[src/common/axil_pkg.sv]
package axil_pkg;

    // Host data path
    localparam int AXIL_DATA_W = 32;
    localparam int AXIL_STRB_W = AXIL_DATA_W / 8;

    // Write and read response codes
    typedef enum logic [1:0] {
        OKAY   = 2'b00,
        SLVERR = 2'b10
    } axil_resp_e;

endpackage

[src/axil_slave_port.sv]
module axil_slave_port #(
    parameter int ADDR_W      = 12,
    parameter bit STRICT_STRB = 1'b0
) (
    input  logic                               clk,
    input  logic                               rst,

    input  logic                               awvalid,
    output logic                               awready,
    input  logic [ADDR_W-1:0]                  awaddr,
    input  logic                               wvalid,
    output logic                               wready,
    input  logic [axil_pkg::AXIL_DATA_W-1:0]   wdata,
    input  logic [axil_pkg::AXIL_STRB_W-1:0]   wstrb,
    output logic                               bvalid,
    input  logic                               bready,
    output axil_pkg::axil_resp_e               bresp,
    input  logic                               arvalid,
    output logic                               arready,
    input  logic [ADDR_W-1:0]                  araddr,
    output logic                               rvalid,
    input  logic                               rready,
    output logic [axil_pkg::AXIL_DATA_W-1:0]   rdata,
    output axil_pkg::axil_resp_e               rresp,

    output logic                               wr_en,
    output logic [ADDR_W-1:0]                  wr_addr,
    output logic [axil_pkg::AXIL_DATA_W-1:0]   wr_data,
    output logic [axil_pkg::AXIL_STRB_W-1:0]   wr_strb,
    output logic [ADDR_W-1:0]                  rd_addr,
    input  logic [axil_pkg::AXIL_DATA_W-1:0]   rd_data
);

    logic aw_held;
    logic w_held;
    logic ar_held;
    logic commit;
    logic strb_err;
    logic do_read;

    // A new write completes only once the previous response is gone
    assign commit   = aw_held && w_held && !bvalid;
    assign strb_err = STRICT_STRB && (wr_strb != '1);
    assign wr_en    = commit && !strb_err;
    assign do_read  = ar_held && !rvalid;

    assign awready = !aw_held;
    assign wready  = !w_held;
    assign arready = !ar_held;
    assign rresp   = axil_pkg::OKAY;

    always_ff @(posedge clk) begin
        if (rst) begin
            aw_held <= 1'b0;
            w_held  <= 1'b0;
            bvalid  <= 1'b0;
        end else begin
            if (awvalid && awready) begin
                aw_held <= 1'b1;
            end
            if (wvalid && wready) begin
                w_held <= 1'b1;
            end
            if (bvalid && bready) begin
                bvalid <= 1'b0;
            end
            if (commit) begin
                aw_held <= 1'b0;
                w_held  <= 1'b0;
                bvalid  <= 1'b1;
            end
        end
    end

    always_ff @(posedge clk) begin
        if (awvalid && awready) begin
            wr_addr <= awaddr;
        end
        if (wvalid && wready) begin
            wr_data <= wdata;
            wr_strb <= wstrb;
        end
        if (commit) begin
            bresp <= strb_err ? axil_pkg::SLVERR : axil_pkg::OKAY;
        end
    end

    // Read side samples data one edge after the address
    always_ff @(posedge clk) begin
        if (rst) begin
            ar_held <= 1'b0;
            rvalid  <= 1'b0;
        end else begin
            if (arvalid && arready) begin
                ar_held <= 1'b1;
            end
            if (do_read) begin
                rvalid <= 1'b1;
            end
            if (rvalid && rready) begin
                ar_held <= 1'b0;
                rvalid  <= 1'b0;
            end
        end
    end

    always_ff @(posedge clk) begin
        if (arvalid && arready) begin
            rd_addr <= araddr;
        end
        if (do_read) begin
            rdata <= rd_data;
        end
    end

endmodule

[config.mk]
export PLATFORM = sky130hd
export DESIGN_NAME = axil_slave_port
export DESIGN_NICKNAME = d
export VERILOG_FILES = /design/src/common/axil_pkg.sv /design/src/axil_slave_port.sv
export SDC_FILE = /design/constraint.sdc
export NUM_CORES = 1
export LEC_CHECK = 0
export BUFFER_PORTS_ARGS = -buffer_cell sky130_fd_sc_hd__clkbuf_2
export CAP_MARGIN = 10
export CORE_MARGIN = 3
export CORE_UTILIZATION = 42
export DETAILED_ROUTE_END_ITERATION = 10
export HOLD_SLACK_MARGIN = 0.08
export PLACE_DENSITY = 0.86
export SETUP_SLACK_MARGIN = 0.5
export SYNTH_ARGS = -nofsm -noshare
export SYNTH_HDL_FRONTEND = slang
export SYNTH_SLANG_ARGS = --single-unit
[constraint.sdc]
create_clock -name clk -period 5.3 [get_ports clk]
set_input_delay 0.265 -clock clk [delete_from_list [all_inputs] [get_ports clk]]
set_output_delay 0.265 -clock clk [all_outputs]
set_load 0.05 [all_outputs]
==> impl_metrics.tcl <==
set metrics [dict create \
    status "completed" \
    die_w_um 90.5 \
    cp_num_cells 2 \
    synth_top_family_by_area "simple AND/OR/NAND/NOR gates" \
    h-tree-depth 3 \
    path_max_fanout 4 \
    syn_area_mm2 0.00300 \
    clockRootBuffer "clkbuf_8" \
    start_util_pct 43.7 \
    path_buf_inv 1 \
    r2r_slack_ps 3780 \
    p_clk_share_pct 28.0 \
    max_freq_mhz 651 \
    worstSetupEndpointType "output pin" \
    syn_to_final_growth_pct 73.4 \
    critPathLaunchType "flop" \
    synth_compound_area_share_pct 1.00 \
    top_layer "met4" \
    p_leak_nw 2.27 \
    rows 30 \
    port_buffers 196 \
    yosysMostFrequentCell "edfxtp_1" \
    viasPerCell 4.40 \
    setup-tns-final_ps 0 \
    period_needed_ps 1540 \
    io_pins 201 \
    grt_setup_unrepaired "false" \
    p_comb_share_pct 19.2 \
    period_share_pct 29.0 \
    hpwl_um 5000 \
    synthXorXnorAreaFrac_pct 0 \
    clk_pin_slew_worst_paths_ps 90 \
    drc 0 \
    r2r_end "rd_addr[7]$_DFFE_PP_" \
    grt_start_max_net_pins 37 \
    p_sw_share_pct 29.3 \
    max_stage_delay_ps 400 \
    drt_iter0_drc 97 \
    share_seq_of_total_power_pct 52.8 \
    dpl_worst_slack_ps 3770 \
    ant_nets 0 \
    timing.max_cap.violations 0 \
    fillerInstances 417 \
    ys_async_sr_fraction_pct 0 \
    drtPass1Iterations 4 \
    drive_gt1_share_pct 51.4 \
    worstMarginPinSlew_ps 1020 \
    ys_seq_area_share_pct 95.4 \
    synth-seq-cells 97 \
    cp_top_family "flip-flops" \
    synthTopCellsByArea "edfxtp_1 (92%), dfxtp_1 (3.3%), buf_4 (1.0%)" \
    routed_wl_um 8740 \
    fin_total_pwr_mw 1.73 \
    holdWs_ps 110 \
    numCtsBuffers 9 \
    place_congestion 0.665 \
    post_drt_wl_per_cell_um 16.9 \
    fin_cells 518 \
    relSlewSlack_pct 31.6 \
    final.setup.worst_slack_ps 3760 \
    met3_length_um 691 \
    yosys_most_used_dff "edfxtp_1" \
    yosys-top-cells-count "edfxtp_1 (92), dfxtp_1 (5), buf_4 (4)" \
    synthMuxAreaShare_pct 0 \
    grt.overflow.total 0 \
    ir_drop_mv 0.201 \
    finalHoldViolations 0 \
    antenna_found_initial 0 \
    yosys.area.top_type_share_pct 92.1 \
    reg2reg_from "ar_held$_SDFFE_PP0P_" \
    nNetsFinal 516 \
    synthSimpleGateAreaFrac_pct 2.09 \
    core_mm2 0.00687 \
    min_path_type "in -> reg" \
    synth-edff-count 92 \
    hp-start "rst" \
    cp_data_arrival_time_ps 1270 \
    slowest_stage "dfxtp_1" \
    grt_first_pass_wirelength_um 13200 \
    grt_usage_pct 21.7 \
    die_area_mm2 0.00819 \
    reg2regPathDepth 1 \
    finalSetupViolCount 0 \
    cp-endpoint "wr_en" \
    crit_type "reg -> out" \
    skew_ps 11.9 \
    placed_cells 412 \
    ctsResizeCount 0 \
    critPathLaunch "aw_held$_SDFFE_PP0P_" \
    yosys.area_share.adder_pct 0 \
    report.final.slew_viol_count 0 \
    synth_largest_area_cell "edfxtp_1" \
    die_h_um 90.5 \
    cts.sinks 97 \
    power_density_mw_per_mm2 332 \
    post_synth.cell_area_avg_um2 25.2 \
    p_switching_mw 0.506 \
    cts_tree "yes" \
    required_ps 5040 \
    synth_cells 119 \
    routed-wl-met2_um 4870 \
    antenna_cells 0 \
    p_int_mw 1.22 \
    met1_length_um 3000 \
    clk_latency_ps 360 \
    synth_warnings 0 \
    crit_chain "and3b_4 > clkbuf_2" \
    vias 2278 \
    grt_pass1_vias 2505 \
    yosysUniqueCellTypes 14 \
    cts_buffer_depth 2 \
]
-- flip-flops by register name, indices dropped and copies added, names as in the netlist --
register and flops:
rvalid 1, rdata 32, ar_held 1, wr_strb 4, bvalid 1, wr_data 32
w_held 1, aw_held 1, wr_addr 12, rd_addr 12
-- worst min path at each step --
| stage | cells past startpoint | slack (ps) | end |
|---|---|---|---|
| floorplan | 1 | 340 | aw_held$_SDFFE_PP0P_ |
| global placement | 1 | 440 | wr_addr[9]$_DFFE_PP_ |
| detailed placement | 1 | 440 | wr_addr[4]$_DFFE_PP_ |
| CTS | 1 | 80 | rd_addr[8]$_DFFE_PP_ |
| global route | 1 | 90 | rd_addr[0]$_DFFE_PP_ |
| finish | 2 | 110 | aw_held$_SDFFE_PP0P_ |
-- routing by layer --
layer | GRT usage (%) | up-vias
met5 | 0 | -
met4 | 7.02 | 0
met3 | 7.50 | 13
met2 | 41.2 | 129
met1 | 21.9 | 1090
li1 | - | 1046
-- stage by stage --
stage | utilization, % | instance area, um2
global placement | 59.7 | 4100
detailed placement | 59.7 | 4100
global route | 75.7 | 5200
floorplan | - | 3010
CTS | 75.3 | 5170
finish | 75.7 | 5200
-- kinds of logic (layout without fill, tap and decap cells) --
| group | Yosys count | after routing |
|---|---|---|
| AOI/OAI and AO/OA | 4 | 4 |
| and+or+nand+nor | 10 | 10 |
| other | 1 | 4 |
| DFF | 97 | 97 |
| buffers and inverters | 7 | 307 |
-- power by group through the flow --
| stage | sequential, mW | clock, mW | combinational (mW) |
|---|---|---|---|
| 4_1_cts | 0.910 | 0.488 | 0.326 |
| 2_1_floorplan | 1.08 | 0 | 0.0376 |
| 3_3_place_gp | 0.925 | 0 | 0.269 |
| 6_report | 0.912 | 0.483 | 0.331 |
| 5_1_grt | 0.916 | 0.526 | 0.345 |
| 3_5_place_dp | 0.927 | 0 | 0.274 |
-- cell type report --
| cell class | count | area, um2 | area share, % |
|---|---|---|---|
| sequential | 97 | 2860 | 55.0 |
| inverter | 3 | 11.3 | 0.216 |
| clock inverter | 7 | 77.6 | 1.49 |
| tap | 96 | 120 | 2.31 |
| clock buffer | 9 | 124 | 2.38 |
| timing repair buffer | 288 | 1900 | 36.5 |
| multi-input combinational | 18 | 110 | 2.12 |
-- placed cells by master, fill, tap and decap left out, drive strengths merged --
cell and count:
and2b 1, a21oi 1, clkinv 1, inv 5
bufinv 1, nor2 3, dfxtp 5, nor3 2
o21ba 1, edfxtp 92, buf 2, dlygate4sd3 90
o21a 2, clkinvlp 3, and3b 1, nor2b 3
conb 4, clkbuf 205
-- timing repair --
action                                 CTS  global route
endpoints found under the hold margin   87             3
hold buffers                            87             3
buffers inserted                         0             0
No activity file was read; power rests on OpenSTA's default activity.
