File: src/common/axil_pkg.sv
package axil_pkg;

    // Host data path
    localparam int AXIL_DATA_W = 32;
    localparam int AXIL_STRB_W = AXIL_DATA_W / 8;

    // Write and read response codes
    typedef enum logic [1:0] {
        OKAY   = 2'b00,
        SLVERR = 2'b10
    } axil_resp_e;

endpackage

File: src/common/emu_regs_pkg.sv
package emu_regs_pkg;

    // Control port address width
    localparam int CSR_ADDR_W = 12;

    // Register map of the control port
    typedef enum logic [CSR_ADDR_W-1:0] {
        EMU_STAT     = 12'h000,
        EMU_CYCLE_LO = 12'h008,
        EMU_CYCLE_HI = 12'h00C
    } emu_reg_e;

    // EMU_STAT fields
    localparam int STAT_HALT_BIT      = 0;
    localparam int STAT_DUT_RESET_BIT = 1;

    // Emulation cycle counter read as two words
    localparam int CYCLE_W = 64;

    // A processor store here stops emulation
    localparam logic [31:0] TRIGGER_ADDR = 32'h0000_000C;

endpackage

File: src/emu_ctrl_regs.sv
module emu_ctrl_regs (
    input  logic                                  clk,
    input  logic                                  rst,

    input  logic                                  wr_en,
    input  logic [emu_regs_pkg::CSR_ADDR_W-1:0]   wr_addr,
    input  logic [axil_pkg::AXIL_DATA_W-1:0]      wr_data,
    input  logic [emu_regs_pkg::CSR_ADDR_W-1:0]   rd_addr,
    output logic [axil_pkg::AXIL_DATA_W-1:0]      rd_data,

    input  logic [axil_pkg::AXIL_DATA_W-1:0]      dut_addr,
    input  logic                                  dut_wen,

    output logic                                  halt,
    output logic                                  dut_rst
);

    logic                               trigger;
    logic                               wr_stat;
    logic                               wr_cycle_lo;
    logic                               wr_cycle_hi;
    logic [emu_regs_pkg::CYCLE_W-1:0]   cycle;
    logic [axil_pkg::AXIL_DATA_W-1:0]   stat;

    assign trigger     = dut_wen && (dut_addr == emu_regs_pkg::TRIGGER_ADDR);
    assign wr_stat     = wr_en && (wr_addr == emu_regs_pkg::EMU_STAT);
    assign wr_cycle_lo = wr_en && (wr_addr == emu_regs_pkg::EMU_CYCLE_LO);
    assign wr_cycle_hi = wr_en && (wr_addr == emu_regs_pkg::EMU_CYCLE_HI);

    // Processor held in reset and halted until the host releases it
    always_ff @(posedge clk) begin
        if (rst) begin
            halt    <= 1'b1;
            dut_rst <= 1'b1;
        end else if (trigger) begin
            halt <= 1'b1;
        end else if (wr_stat) begin
            halt    <= wr_data[emu_regs_pkg::STAT_HALT_BIT];
            dut_rst <= wr_data[emu_regs_pkg::STAT_DUT_RESET_BIT];
        end
    end

    // Counter runs with emulation and loads from the host only when halted
    always_ff @(posedge clk) begin
        if (rst) begin
            cycle <= '0;
        end else if (!halt) begin
            cycle <= cycle + 1'b1;
        end else begin
            if (wr_cycle_lo) begin
                cycle[axil_pkg::AXIL_DATA_W-1:0] <= wr_data;
            end
            if (wr_cycle_hi) begin
                cycle[emu_regs_pkg::CYCLE_W-1:axil_pkg::AXIL_DATA_W] <= wr_data;
            end
        end
    end

    always_comb begin
        stat = '0;
        stat[emu_regs_pkg::STAT_HALT_BIT]      = halt;
        stat[emu_regs_pkg::STAT_DUT_RESET_BIT] = dut_rst;
    end

    always_comb begin
        case (rd_addr)
            emu_regs_pkg::EMU_STAT:     rd_data = stat;
            emu_regs_pkg::EMU_CYCLE_LO: rd_data = cycle[axil_pkg::AXIL_DATA_W-1:0];
            emu_regs_pkg::EMU_CYCLE_HI: begin
                rd_data = cycle[emu_regs_pkg::CYCLE_W-1:axil_pkg::AXIL_DATA_W];
            end
            default:                    rd_data = '0;
        endcase
    end

endmodule

File: config.mk
export PLATFORM = sky130hd
export DESIGN_NAME = emu_ctrl_regs
export DESIGN_NICKNAME = d
export VERILOG_FILES = /design/src/common/axil_pkg.sv /design/src/common/emu_regs_pkg.sv /design/src/emu_ctrl_regs.sv
export SDC_FILE = /design/constraint.sdc
export NUM_CORES = 1
export LEC_CHECK = 0
export BUFFER_PORTS_ARGS = -buffer_cell sky130_fd_sc_hd__buf_2
export CAP_MARGIN = 20
export CORE_ASPECT_RATIO = 0.5
export CORE_MARGIN = 3
export CORE_UTILIZATION = 45
export CTS_BUF_LIST = sky130_fd_sc_hd__clkbuf_4 sky130_fd_sc_hd__clkbuf_8
export DETAILED_ROUTE_END_ITERATION = 7
export HOLD_SLACK_MARGIN = 0.15
export PLACE_DENSITY = 0.69
export SYNTH_ARGS = -nofsm -noshare
export SYNTH_HDL_FRONTEND = slang
export SYNTH_SLANG_ARGS = --single-unit
File: constraint.sdc
create_clock -name clk -period 3.3 [get_ports clk]
set_clock_uncertainty 0.05 [all_clocks]
set_input_delay 0.66 -clock clk [delete_from_list [all_inputs] [get_ports clk]]
set_output_delay 0.66 -clock clk [all_outputs]
set_load 0.01 [all_outputs]
==> results.md <==
* CP max-delay cell: or2_2
* Synth Instances at 665
* Number of synthesized register bits at 66
* Routability cong. at 0.983
* Leakage Power at 0.00239 µW
* Routed Antenna Nets at 0
* Final Power at around 1700 µW
* Area leader, netlist: dfxtp_1
* Drt drc at 0
* Overflow after GRT at 0
* Post-cts sizing count at 0
* Vias in the first global route at 5417
* Commonest non-fill, non-tap cell in the layout: buf_2
* Unrepaired setup endpoints after global routing: no
* Cell Chain, Critical Path: buf_2 -> nor4_1 -> nand3_1 -> or2_2 -> nor2_2 -> buf_4 -> a22o_1 -> buf_2
* Peak VDD IR at 0.000163 V
* Largest stage delay, worst path at 0.33 ns
* Total track usage at 29.9%
* Crit Path Class: input pin to output port
* Hold WC Path Type: register to register
* Most common flop cell mapped by yosys: dfxtp_1
* First-pass GRT wire length at 29800 µm
* Antenna diodes at 0
* FP Rows at 26
* Max FO, Critical Path at 19
* Sequential fraction of the synthesis area at 25.7%
* Final slew viol count at 0
* Full die area at between 0.01 and 0.015 mm²
* Setup slack, reg-to-reg at 0.48 ns
* Vias at slightly above 6000
* Post-synth ARST share at 0%
* Hold Violations, Final at 0
* PortBufs at between 100 and 150
* CP top delay family: simple AND/OR/NAND/NOR gates
* Tmin final at 3.01 ns
* Initial antenna violation count at 0
* Worst reg2reg path startpoint: cycle[0]
* Cell area power density at between 200 and 300 mW/mm²
* Post-synth EDFFs at 0
* Synth area leaders: dfxtp_1 (26%), mux2_2 (6.1%), a22o_1 (5.1%)
* Worst r2r path cells at 6
* Post-CTS setup buffers at 0
* Maximum root-to-sink buffer count at 2
* Avg Cell Area, Syn at a little under 8 µm²
* Hold buffers post-CTS at 0
* Share of cells above drive strength 1 at 27.8%
* Peak Freq at 332 MHz
* Slew HR at 42.4%
* Root Buffer: clkbuf_8
* Most used cell along the critical path: buf_2
* Area Growth Syn to Fin at 21.4%
* Drt wl/cell at between 20 and 25 µm
* Pin count of the biggest net entering global routing at 44
* TritonCTS Sinks at 66
* Initial Util at between 40% and 50%
* Vias/cell at 6.63
* Filler instances at about 980
* Hold path depth at 2
* Layout net count at between 800 and 900
* CP Capture Type: output port
* Endpoints failing setup at 0
* Core area at 0.0106 mm²
* WHS Endpoint: dut_rst
* Setup_tns at 0 ns
* H-tree depth at 3
* Yosys top cell area share at about 26%
* WL final at roughly 19000 µm
* DRT Pass-1 Iters at 6
* Worst-Skew Late Latency at 0.37 ns
* WP data required at ~2.6 ns
* Top Ports at approximately 130
* Crit path arrival time at 2.30 ns
* Max Cap Viol at 0
* CTS tree: done
* Worst-path clk slew at 0.07 ns
* Least-Margin Pin Slew at roughly 0.86 ns
* TritonCTS buffer count at 9
* Post-Syn Area at 0.00513 mm²
* Syn nets at 758
* Most frequent cells in the layout: buf_2 (125), dfxtp_1 (65), nand2_1 (56)
* Distinct cells, synth at 57
* Status: finished clean
* Hold Startpoint: dut_rst
* R2R Path End: cycle[50]
* Buffers plus inverters on the worst setup path at 3
* Die X at 157 µm
* Iter 0 DRT Violations at 799
* Post-DP HPWL at between 10000 and 15000 µm
* Period utilization at 91.2%
* Die height at between 80 and 90 µm
* Ys Warns at 0
* Startpoint types: input pin
[worst register-to-register path, delay by kind of cell (launching register included)]
family                   cells  cell delay (ns)
adder cells (fa/ha/maj)      1             0.32
AND/OR/NAND/NOR              5             1.87
flip-flops                   1             0.49
[worst max-delay path by stage]
stage                     startpoint          end  slack, ns  cells after the start
after global routing      rd_addr[7]  rd_data[25]       0.20                      8
after global placement    wr_addr[5]    cycle[53]       0.23                      7
after floorplan           wr_addr[5]    cycle[53]       0.28                      7
after CTS                 rd_addr[1]  rd_data[25]       0.30                      8
after detailed placement  wr_addr[5]    cycle[57]       0.21                      7
final                     rd_addr[1]  rd_data[25]       0.29                      8
[per-stage QoR]
stage / hold WS, ns / cell area (µm²) / setup slack (ns) / instances / util [%]
2_1_floorplan: 0.444 / 5130 / 0.278 / 665 / -
3_3_place_gp: 0.438 / 6030 / 0.226 / 912 / 56.6
3_5_place_dp: 0.450 / 6030 / 0.207 / 912 / 56.6
4_1_cts: 0.468 / 6230 / 0.305 / 928 / 58.6
5_1_grt: 0.506 / 6230 / 0.197 / 928 / 58.6
6_report: 0.475 / 6230 / 0.290 / 928 / 58.6
[power breakdown]
group,total (µW),switching [µW],internal (µW)
Combinational,103,54.4,48.7
Sequential,796,0.357,796
Clock,761,346,416
Total,1660,400,1260
[cells by family after synthesis]
logic type | synth area share [%]
and+or+nand+nor | 32.2
AOI/OAI and AO/OA | 22.9
DFF | 25.7
buffers and inverters | 4.70
muxes | 10.8
xor gates and xnor gates | 3.41
adders and majority gates | 0.244
[sequential cells by signal, summed over array words and instances, names as in the netlist]
| signal | count |
|---|---|
| cycle | 64 |
| dut_rst | 1 |
| halt | 1 |
[synth_stat cells, types with 2 or more instances]
cell type,number
dfxtp_1,66
nand2_1,56
clkbuf_1,39
nor2_1,37
a21oi_1,35
nor4_1,35
nand4_1,34
o21ai_0,34
a22o_1,30
mux2_2,28
nand3_1,28
nor3_1,26
mux2i_1,24
and3_1,18
o31a_1,14
or4_1,14
a31oi_1,13
inv_1,12
xnor2_1,11
or3_1,10
a211oi_1,9
and4_1,9
xor2_1,9
o31ai_1,7
and2_1,6
buf_2,6
o211ai_1,5
buf_1,4
o211a_1,4
o21a_1,4
a21boi_0,2
a221o_1,2
a22oi_1,2
a311oi_1,2
nor2b_1,2
nor3b_1,2
nor4_2,2
o311a_1,2
or2_2,2
or3_2,2
or4b_2,2
[layout make-up]
cell class / instances / area, µm² / share of cell area, %
clock inverters: 2 / 35.0 / 0.562
inverters: 12 / 45.0 / 0.722
flip-flops and latches: 66 / 1320 / 21.2
clock buffers: 14 / 174 / 2.79
multi-input cells: 537 / 3590 / 57.6
well taps: 140 / 175 / 2.81
repair buffers: 157 / 891 / 14.3
[metal layers]
| layer | global-route usage, % | wire length (µm) |
|---|---|---|
| met5 | 0 | 0 |
| met4 | 7.97 | 386 |
| met1 | 44.5 | 8550 |
| met3 | 7.42 | 2550 |
| met2 | 42.4 | 7780 |
No activity file was read; power rests on OpenSTA's default activity.
